$ cat src/logic/mmu_pkg.sv
/*
 * Translation package for the two-channel MMU.
 * Holds the satp mode codes, page-table entry field positions,
 * TLB sizing and the request, response and walk word layouts.
 */
package mmu_pkg;

    localparam int num_chan    = 2;                   // instruction and data
    localparam int chan_w      = (num_chan > 1) ? $clog2(num_chan) : 1;
    localparam int tlb_entries = 4;                   // per bank
    localparam int ent_w       = $clog2(tlb_entries);
    localparam int id_w        = 8;
    localparam int xlen        = 64;
    localparam int vpn_w       = 9;                   // one table index
    localparam int max_level   = 4;                   // top level of Sv57
    localparam int vpn_total_w = (max_level + 1) * vpn_w;
    localparam int lvl_w       = 3;
    localparam int page_bits   = 12;
    localparam int ppn_w       = 44;
    localparam int perm_w      = 8;                   // low flag bits of an entry
    localparam int pte_shift   = 3;                   // eight bytes per entry

    // entry flag positions
    localparam int pte_v       = 0;
    localparam int pte_r       = 1;
    localparam int pte_x       = 3;
    localparam int pte_ppn_lsb = 10;

    localparam int satp_mode_lsb = 60;
    localparam int mode_w        = 4;

    typedef enum logic [mode_w-1:0] {
        sv39 = 4'd8,
        sv48 = 4'd9,
        sv57 = 4'd10
    } satp_mode_e;

    typedef struct packed {
        logic [id_w-1:0] id;
        logic [xlen-1:0] vadd;
        logic [xlen-1:0] satp;
    } tlb_req_t;

    typedef struct packed {
        logic [id_w-1:0]   id;
        logic [perm_w-1:0] perm;
        logic [xlen-1:0]   padd;
    } tlb_resp_t;

    typedef struct packed {
        logic [id_w-1:0]        id;
        logic [vpn_total_w-1:0] vpn;
        logic [xlen-1:0]        satp;
    } walk_req_t;

    typedef struct packed {
        logic              done;
        logic [ppn_w-1:0]  ppn;
        logic [perm_w-1:0] perm;
    } walk_res_t;

endpackage

$ cat src/logic/mem_pkg.sv
/*
 * Memory-port package: ID-tagged read request and response words,
 * and the state encoding of the page-table walker.
 */
package mem_pkg;

    typedef struct packed {
        logic [mmu_pkg::id_w-1:0] id;
        logic [mmu_pkg::xlen-1:0] addr;
    } mem_req_t;

    typedef struct packed {
        logic [mmu_pkg::id_w-1:0] id;
        logic [mmu_pkg::xlen-1:0] rdat;
    } mem_resp_t;

    typedef enum logic [2:0] {
        idle,
        addr,
        wait_mem,
        check,
        done
    } walk_state_e;

endpackage

$ cat src/logic/tlb_bank.sv
/*
 * Per-channel fully associative TLB.
 * Registers a hit response one cycle after a new request id, otherwise
 * holds a walk request until done, then fills and answers.
 */
`timescale 1ns/1ps

module tlb_bank (
    input  logic               clk,
    input  logic               rst,
    input  logic               fence,
    input  mmu_pkg::tlb_req_t  req,
    output mmu_pkg::tlb_resp_t resp,
    output mmu_pkg::walk_req_t walk_req,
    input  mmu_pkg::walk_res_t walk_res
);
    import mmu_pkg::*;

    logic [tlb_entries-1:0] ent_valid;
    logic [vpn_total_w-1:0] ent_vpn  [tlb_entries];
    logic [xlen-1:0]        ent_satp [tlb_entries];
    logic [ppn_w-1:0]       ent_ppn  [tlb_entries];
    logic [perm_w-1:0]      ent_perm [tlb_entries];
    logic [ent_w-1:0]       fill_ptr;  // round-robin victim
    logic [id_w-1:0]        seen_id;   // last accepted request id
    logic                   stale;     // fence landed during the walk
    logic                   new_req;
    logic                   hit;
    logic [ent_w-1:0]       hit_idx;
    logic                   fill_en;
    logic [vpn_total_w-1:0] req_vpn;

    assign req_vpn = req.vadd[page_bits +: vpn_total_w];
    assign new_req = (req.id != '0) && (req.id != seen_id) && (walk_req.id == '0);
    assign fill_en = walk_res.done && (walk_res.perm != '0) && !stale && !fence;

    always_comb begin
        hit     = 1'b0;
        hit_idx = '0;
        for (int e = 0; e < tlb_entries; e++) begin
            if (!hit && ent_valid[e] && ent_vpn[e] == req_vpn && ent_satp[e] == req.satp) begin
                hit     = 1'b1;
                hit_idx = ent_w'(e);
            end
        end
    end

    always_ff @(posedge clk) begin
        if (rst) begin
            ent_valid <= '0;
            fill_ptr  <= '0;
            seen_id   <= '0;
            stale     <= 1'b0;
            resp      <= '0;
            walk_req  <= '0;
        end else begin
            resp <= '0;                                 // one-cycle pulse
            if (req.id == '0) seen_id <= '0;            // lets an idle gap reuse an id
            if (new_req) begin
                seen_id <= req.id;
                if (hit && !fence) begin
                    resp.id   <= req.id;
                    resp.perm <= ent_perm[hit_idx];
                    resp.padd <= xlen'({ent_ppn[hit_idx], req.vadd[page_bits-1:0]});
                end else begin
                    walk_req.id   <= req.id;
                    walk_req.vpn  <= req_vpn;
                    walk_req.satp <= req.satp;
                end
            end
            if (walk_res.done) begin
                resp.id   <= walk_req.id;
                resp.perm <= walk_res.perm;
                resp.padd <= (walk_res.perm == '0) ? '0 :
                             xlen'({walk_res.ppn, req.vadd[page_bits-1:0]});
                walk_req  <= '0;
                stale     <= 1'b0;
            end else if (fence && walk_req.id != '0) begin
                stale <= 1'b1;
            end
            if (fence) begin
                ent_valid <= '0;
            end else if (fill_en) begin
                ent_valid[fill_ptr] <= 1'b1;
                fill_ptr            <= fill_ptr + 1'b1;
            end
        end
    end

    // entry payload, qualified by ent_valid
    always_ff @(posedge clk) begin
        if (fill_en) begin
            ent_vpn[fill_ptr]  <= walk_req.vpn;
            ent_satp[fill_ptr] <= walk_req.satp;
            ent_ppn[fill_ptr]  <= walk_res.ppn;
            ent_perm[fill_ptr] <= walk_res.perm;
        end
    end

endmodule

$ cat src/logic/walk_arbiter.sv
/*
 * Walk arbiter. Grants the lowest-index missing bank, forwards its
 * walk to the walker and routes the result back to that bank only.
 */
`timescale 1ns/1ps

module walk_arbiter (
    input  logic               clk,
    input  logic               rst,
    input  mmu_pkg::walk_req_t bank_req [mmu_pkg::num_chan],
    output mmu_pkg::walk_res_t bank_res [mmu_pkg::num_chan],
    output mmu_pkg::walk_req_t walk_req,
    input  mmu_pkg::walk_res_t walk_res
);
    import mmu_pkg::*;

    logic              busy;
    logic [chan_w-1:0] gnt;
    logic              pick_valid;
    logic [chan_w-1:0] pick;

    // scan downward so the lowest waiting bank wins
    always_comb begin
        pick_valid = 1'b0;
        pick       = '0;
        for (int c = num_chan - 1; c >= 0; c--) begin
            if (bank_req[c].id != '0) begin
                pick_valid = 1'b1;
                pick       = chan_w'(c);
            end
        end
    end

    always_ff @(posedge clk) begin
        if (rst) begin
            busy <= 1'b0;
            gnt  <= '0;
        end else if (busy) begin
            if (walk_res.done) busy <= 1'b0;            // free one cycle after done
        end else if (pick_valid) begin
            busy <= 1'b1;
            gnt  <= pick;
        end
    end

    assign walk_req = busy ? bank_req[gnt] : '0;

    always_comb begin
        for (int c = 0; c < num_chan; c++) begin
            bank_res[c] = (busy && gnt == chan_w'(c)) ? walk_res : '0;
        end
    end

endmodule

$ cat src/logic/page_walker.sv
/*
 * Shared page-table walker for Sv39, Sv48 and Sv57.
 * Reads one entry per level over the memory port, merges superpage
 * indices and returns perm zero on any fault.
 */
`timescale 1ns/1ps

module page_walker (
    input  logic               clk,
    input  logic               rst,
    input  mmu_pkg::walk_req_t walk_req,
    output mmu_pkg::walk_res_t walk_res,
    output mem_pkg::mem_req_t  mem_req,
    input  mem_pkg::mem_resp_t mem_resp
);
    import mmu_pkg::*;
    import mem_pkg::*;

    walk_state_e                   state;
    logic [id_w-1:0]               cur_id;
    logic [max_level:0][vpn_w-1:0] vpn_idx;     // virtual index per level
    logic [ppn_w-1:0]              ppn;         // current table, then result
    logic [perm_w-1:0]             perm;
    logic [lvl_w-1:0]              level;
    logic [xlen-1:0]               pte;
    logic [xlen-1:0]               pte_addr;
    logic [ppn_w-1:0]              leaf_ppn;
    logic                          misaligned;
    satp_mode_e                    mode;

    assign mode = satp_mode_e'(walk_req.satp[satp_mode_lsb +: mode_w]);

    // superpage leaf: lower ppn fields must be zero and take the virtual indices
    always_comb begin
        leaf_ppn   = pte[pte_ppn_lsb +: ppn_w];
        misaligned = 1'b0;
        for (int i = 0; i < max_level; i++) begin
            if (lvl_w'(i) < level) begin
                if (leaf_ppn[i*vpn_w +: vpn_w] != '0) misaligned = 1'b1;
                leaf_ppn[i*vpn_w +: vpn_w] = vpn_idx[i];
            end
        end
    end

    always_ff @(posedge clk) begin
        if (rst) begin
            state  <= idle;
            cur_id <= '0;
        end else begin
            case (state)
                idle: begin
                    if (walk_req.id != '0) begin
                        cur_id  <= walk_req.id;
                        vpn_idx <= walk_req.vpn;
                        ppn     <= walk_req.satp[ppn_w-1:0];   // root table
                        perm    <= '0;
                        state   <= addr;
                        case (mode)
                            sv39:    level <= 3'd2;
                            sv48:    level <= 3'd3;
                            sv57:    level <= 3'd4;
                            default: state <= done;            // unknown mode faults
                        endcase
                    end
                end
                addr: begin
                    pte_addr <= xlen'({ppn, page_bits'(0)}) + (xlen'(vpn_idx[level]) << pte_shift);
                    state    <= wait_mem;
                end
                wait_mem: begin
                    if (mem_resp.id == cur_id) begin
                        pte   <= mem_resp.rdat;
                        state <= check;
                    end
                end
                check: begin
                    state <= done;
                    if (!pte[pte_v]) begin
                        perm <= '0;                            // invalid entry
                    end else if (pte[pte_r] || pte[pte_x]) begin
                        if (misaligned) begin
                            perm <= '0;
                        end else begin
                            ppn  <= leaf_ppn;
                            perm <= pte[perm_w-1:0];
                        end
                    end else if (level == '0) begin
                        perm <= '0;                            // pointer at the last level
                    end else begin
                        ppn   <= pte[pte_ppn_lsb +: ppn_w];
                        level <= level - 1'b1;
                        state <= addr;
                    end
                end
                done:    state <= idle;
                default: state <= idle;
            endcase
        end
    end

    always_comb begin
        mem_req.id   = (state == wait_mem) ? cur_id : '0;  // held until the id matches
        mem_req.addr = pte_addr;
    end

    always_comb begin
        walk_res.done = (state == done);
        walk_res.ppn  = ppn;
        walk_res.perm = perm;
    end

endmodule

$ cat src/logic/mmu_top.sv
/*
 * MMU top level. Packs the instruction and data channels into arrays
 * feeding one TLB bank each, sharing a single page-table walker.
 */
`timescale 1ns/1ps

module mmu_top (
    input  logic               clk,
    input  logic               rst,
    input  logic               fence,
    input  mmu_pkg::tlb_req_t  it_req,
    input  mmu_pkg::tlb_req_t  dt_req,
    output mmu_pkg::tlb_resp_t it_resp,
    output mmu_pkg::tlb_resp_t dt_resp,
    output mem_pkg::mem_req_t  mem_req,
    input  mem_pkg::mem_resp_t mem_resp
);
    import mmu_pkg::*;

    tlb_req_t  chan_req  [num_chan];
    tlb_resp_t chan_resp [num_chan];
    walk_req_t bank_walk_req [num_chan];
    walk_res_t bank_walk_res [num_chan];
    walk_req_t walk_req;
    walk_res_t walk_res;

    assign chan_req[0] = it_req;    // channel 0 is instruction
    assign chan_req[1] = dt_req;
    assign it_resp     = chan_resp[0];
    assign dt_resp     = chan_resp[1];

    generate
        for (genvar c = 0; c < num_chan; c++) begin : g_bank
            tlb_bank i_bank (
                .clk      (clk),
                .rst      (rst),
                .fence    (fence),
                .req      (chan_req[c]),
                .resp     (chan_resp[c]),
                .walk_req (bank_walk_req[c]),
                .walk_res (bank_walk_res[c])
            );
        end
    endgenerate

    walk_arbiter i_arbiter (
        .clk      (clk),
        .rst      (rst),
        .bank_req (bank_walk_req),
        .bank_res (bank_walk_res),
        .walk_req (walk_req),
        .walk_res (walk_res)
    );

    page_walker i_walker (
        .clk      (clk),
        .rst      (rst),
        .walk_req (walk_req),
        .walk_res (walk_res),
        .mem_req  (mem_req),
        .mem_resp (mem_resp)
    );

endmodule

$ cat config.mk
export PLATFORM = sky130hd
export DESIGN_NAME = mmu_top
export DESIGN_NICKNAME = d
export VERILOG_FILES = /design/src/logic/mmu_pkg.sv /design/src/logic/mem_pkg.sv /design/src/logic/tlb_bank.sv /design/src/logic/walk_arbiter.sv /design/src/logic/page_walker.sv /design/src/logic/mmu_top.sv
export SDC_FILE = /design/constraint.sdc
export NUM_CORES = 2
export LEC_CHECK = 0
export ABC_AREA = 1
export BUFFER_PORTS_ARGS = -buffer_cell sky130_fd_sc_hd__buf_2
export CAP_MARGIN = 20
export CORE_MARGIN = 2
export CORE_UTILIZATION = 57
export DETAILED_ROUTE_END_ITERATION = 10
export PLACE_DENSITY = 0.76
export SYNTH_ARGS = -nofsm -noshare
export SYNTH_HDL_FRONTEND = slang
export SYNTH_HIERARCHICAL = 1
export SYNTH_SLANG_ARGS = --single-unit
$ cat constraint.sdc
create_clock -name clk -period 14.6 [get_ports clk]
set_input_delay 2.19 -clock clk [delete_from_list [all_inputs] [get_ports clk]]
set_output_delay 2.19 -clock clk [all_outputs]
set_load 0.01 [all_outputs]
After elaboration in Yosys (flattened, before gate mapping)
Memories as Yosys holds them, arrays and structs flattened.
Cells that the tools add are included.
Widths: inputs -> output; s select.

cells by class
  $add $sub $neg = 4
  magnitude comparators = 10
  equal/unequal tests = 35
  mux-type cells = 86
  bitwise logic cells = 9
  reductions and logical operators = 89

operator list
  cell                number
  $eq 64x64->1        8
  $mux 80             6
  $mux 117            4
  $eq 45x45->1        8
  $mux 44             5
  $mux 56             2
  $mux 53             2
  $pmux 44 s2         1
  $mux 8              10
  $add 56x12->57      1
  $reduce_bool 8->1   7
  $logic_not 8->1     6
  $mux 9              5
  $logic_and 1x1->1   40
  $reduce_bool 9->1   4
  $mux 1              30
  $mux 3              10
  $bmux 9 s3          1
  $ne 8x8->1          2
  $pmux 8 s2          1
  $reduce_and 2->1    8
  $eq 4x4->1 const B  3
  $pmux 3 s4          1
  $logic_not 1->1     9
  33 further kinds    59

word-level totals
  bits in registers = 655
  memory bits (writable) = 1,288
  input bits = 347
  output and inout port bits = 232
  word-level logic and storage cells = 275
  memories = 8

memories
  name                       depth  bits a word  read ports  clocked after Yosys merged registers in  wr ports  RTL line        text
  g_bank[0].i_bank.ent_satp  4      64           4           0                                        1         tlb_bank.sv:21  logic [xlen-1:0] ent_satp [tlb_entries];
  g_bank[1].i_bank.ent_satp  4      64           4           0                                        1         tlb_bank.sv:21
  g_bank[0].i_bank.ent_vpn   4      45           4           0                                        1         tlb_bank.sv:20  logic [vpn_total_w-1:0] ent_vpn [tlb_entries];
  g_bank[1].i_bank.ent_vpn   4      45           4           0                                        1         tlb_bank.sv:20
  g_bank[0].i_bank.ent_ppn   4      44           1           0                                        1         tlb_bank.sv:22  logic [ppn_w-1:0] ent_ppn [tlb_entries];
  g_bank[1].i_bank.ent_ppn   4      44           1           0                                        1         tlb_bank.sv:22
  +2 memories                n/a    n/a          n/a         n/a                                      n/a       n/a

Depth between registers and ports, before layout
An unclocked memory read counts as a cell.

  depth in word-level cells = 24
  depth in mapped cells = 21
  mapped depth without buffers = 18

Cells and area by module
The synthesis kept the hierarchy.

by module, submodules not included
  module        instances  cells each  area each (µm²)  seq. area each (µm²)
  tlb_bank      2          3,803       36,341.1         23,422.5
  page_walker   1          693         8,719.6          6,376.1
  walk_arbiter  1          588         2,821.5          40.0

Worst setup path after synthesis
No wires, ideal clock.

  kind = in2reg
  start point = in mem_resp[68] (netlist name)
  end point = reg i_walker.pte[0] (enable)
  library setup time = 0.526 ns
  arrival time = 6.070 ns
  required time = 14.074 ns
  setup slack = 8.003 ns
  stages = 5
  buffers on the path = 0
  cells stage by stage = xnor2_1 -> nand2_1 -> nor2_1 -> nand2_1 -> nor3_1

between the ends
  word-level cells in the longest chain between the ends = 2

RTL lines
  element                     RTL line           text
  start, declared             mmu_top.sv:16      input mem_pkg::mem_resp_t mem_resp
  $eq 8x8->1                  page_walker.sv:71  if (mem_resp.id == cur_id) begin
  $reduce_and 3->1 (no line)  n/a
  end signal, assigned        page_walker.sv:72  pte <= mem_resp.rdat;
  end, declared               page_walker.sv:25  logic [xlen-1:0] pte;

Every way passes these cells.
A chain may end at the register's enable or synchronous reset.

Final worst setup path
  start point = in it_req[115] (netlist name)
  end point = reg g_bank[0].i_bank/walk_req[27] (netlist name)

between the ends
  word-level cells in the longest chain between the ends = 22
  elaborated cells on any way between the ends = 25
  classes of those cells = eq/ne (4); mux (4); bitwise (1); reduce/logical (16)

RTL lines
  element                          RTL line        text
  start, declared                  mmu_top.sv:11   input mmu_pkg::tlb_req_t it_req,
  $eq 45x45->1                     tlb_bank.sv:41  if (!hit && ent_valid[e] && ent_vpn[e] == req_vpn && ent_satp[e] == req.satp) begin
  $logic_and 1x1->1 (2 in series)  tlb_bank.sv:41
  $mux 1                           tlb_bank.sv:41
  $logic_not 1->1                  tlb_bank.sv:41
  $logic_and 1x1->1 (3 in series)  tlb_bank.sv:41
  $mux 1                           tlb_bank.sv:41
  $logic_not 1->1                  tlb_bank.sv:41
  $logic_and 1x1->1 (3 in series)  tlb_bank.sv:41
  $mux 1                           tlb_bank.sv:41
  $logic_not 1->1                  tlb_bank.sv:41
  $logic_and 1x1->1 (3 in series)  tlb_bank.sv:41
  $mux 1 (*)                       tlb_bank.sv:41
  $logic_and 1x1->1 (*)            tlb_bank.sv:61  if (hit && !fence) begin
  $not 1->1 (no line) (*)          n/a
  $reduce_and 2->1 (no line) (*)   n/a
  end, declared                    tlb_bank.sv:14  output mmu_pkg::walk_req_t walk_req,

Mark *: on every way between the ends. The rest lies on a longest branch, timed or not.

==> out/metrics.yaml <==
crit_type: "in -> reg"
crit_path_end_kind: "register"
slew_violations: 0
worst_pin_slew_ns: 1.24
crit_family: "simple AND/OR/NAND/NOR gates"
start_util_pct: 57.6
viasPerCell: 5.88
fill_cells: 11600
nets: 9627
synth_area_um2: 84000
cp_data_arrival_time_ns: 7.39
dpl.hpwl_um: 221000
drcViolationCount: 0
slew_headroom_pct: 16.5
p_int_mw: 10.2
grt_use_total_pct: 39.9
postCtsHoldBufs: 0
p_clk_share_pct: 35.5
max_clock_freq_ghz: 0.149
ir_drop_v: 0.000113
p_leak_nw: 39.6
min_path_type: "reg -> reg"
crit_buf_inv: 3
routed_wl_um: 307000
fin_skew_ns: 0.0315
dr.pass1.iters: 8
cp_slowest_cell: "nand2_4"
placed_cells: 11000
seq_power_share_pct: 48.5
max-clock-path-buffers: 3
fin_crit_ns: 6.72
ios: 579
dieArea_um2: 150000
switching_share_pct: 30.9
cts_tree: "yes"
htreeDepth: 4
clk_pin_slew_ns: 0.06
routedWlPerCell_um: 27.0
outcome: "finished, final reports clean"
core_um2: 146000
die_x_um: 388
syn_avg_cell_area_um2: 9.51
antenna_found_initial: 53
post-cts-setup-buffer-count: 0
fp-row-count: 140
grt_pass1_wl_um: 428000
first_iter_violations: 9954
area_growth_pct: 12.6
cellPowerDensity_nw_per_um2: 156
worst_slack_ns: 7.88
cp_max_fo: 74
grt_max_degree: 105
setup_violations: 0
grt_pass1_vias: 61800
syn_inst: 8836
cts-root-buf: "clkbuf_16"
clkLatencyLatePin_ns: 0.85
maxCapViolCount: 0
final_layout_size_suffix_gt1_share_pct: 11.9
placed_area_um2: 87800
fin_tns_setup_ns: 0
crit_chain: "buf_2, inv_1, o21ai_0, nor2_1, nand2_1, nor2_1, nand2_1, nor2_1, nand2_1, nor2_1, nor2_1, nand3_2, nand2_4, nand2_4, buf_4, nor2_1, nor3_1"
fin_cells: 11400
cpPeakStageDelay_ns: 0.81
p_switching_mw: 4.55
grt_overflow: 0
hold_violations: 0
final_area_um2: 94600
num_vias: 66900
combPwrFrac_pct: 16.0
numCtsBuffers: 193
cp.required_ns: 15.27
portBuffers: 525
report.power.total_mw: 14.7
ant_nets: 0
die_y_um: 388
rsz0062_at_grt: "false"
cts.sinks: 1914
crit_path_frequent_cell: "nor2_1"
post-place-ws_ns: 7.39
cts_resized: 0
finalWeightedCongestion: 1.06
crit_path_start_kind: "input port"
post-route-period-util_pct: 46.0
ys_warn_count: 6
[routing by layer]
metal	track usage [%]	up-vias	part of all wire (%)
met5	0	-	0.061
met4	25.9	28	7.7
met3	9.73	837	13
met2	58.6	4751	43
met1	53.2	31700	36
li1	-	29600	-
[sequential cells by signal, summed over array words and instances, names as in the netlist, 52 cells and up]
| register | count |
|---|---|
| g_bank.i_bank/ent_ppn | 352 |
| g_bank.i_bank/ent_perm | 64 |
| g_bank.i_bank/resp | 144 |
| g_bank.i_bank/walk_req | 234 |
| g_bank.i_bank/ent_vpn | 360 |
| i_walker/pte | 52 |
| g_bank.i_bank/ent_satp | 512 |
| i_walker/pte_addr | 53 |
[power by group through the flow]
stage               Combinational (mW)  Clock [mW]  Sequential [mW]
floorplan                         1.48           0             6.90
global placement                  2.20           0             7.22
detailed placement                2.26           0             7.24
CTS                               2.28        5.24             7.12
global route                      2.50        5.45             7.17
finish                            2.36        5.23             7.15
[cells in the final DEF (no fill, tap or decap), types with 99 or more instances in the layout]
cell / count
nand2_1: 2184
clkbuf_16: 193
a21oi_1: 453
nand4_1: 113
edfxtp_1: 1493
nand3_1: 569
nor2_1: 849
inv_1: 1229
buf_2: 525
nor3_1: 257
dfxtp_1: 419
xor2_1: 99
xnor2_1: 116
o21ai_0: 301
[stage by stage]
stage / hold slack [ns] / util (%)
after CTS: 0.448 / 64.8
after detailed placement: 0.435 / 60.2
final: 0.445 / 64.8
after global placement: 0.432 / 60.2
after floorplan: 0.426 / -
after global routing: 0.457 / 64.8
[path summary, 6_finish.rpt]
check                                          startpoint                                    endpoint  slack (ns)  depth (start not counted)
worst min register to register  i_walker/ppn[7]$_DFFE_PP_             i_walker/pte_addr[19]$_DFFE_PP_        0.44                          0
worst max-delay path                          it_req[115]  g_bank[0].i_bank/walk_req[27]$_SDFFE_PP0P_        7.88                         17
worst max register to register  i_arbiter/busy$_SDFF_PP0_  g_bank[0].i_bank/ent_satp[3][21]$_DFFE_PP_        8.82                         11
worst min-delay path            i_walker/ppn[7]$_DFFE_PP_             i_walker/pte_addr[19]$_DFFE_PP_        0.44                          0
[area by class of cell]
class                   count  area [µm²]  share of cell area, %
inverters                1339        5080                   5.37
flip-flops and latches   1914       53300                   56.3
multi-input cells        5238       24000                   25.4
diodes                     23        57.6                 0.0608
well taps                1917        2400                   2.54
clock inverters           114        1490                   1.58
clock buffers             250        5190                   5.49
repair buffers            583        3090                   3.26
No activity file was read; power rests on OpenSTA's default activity.
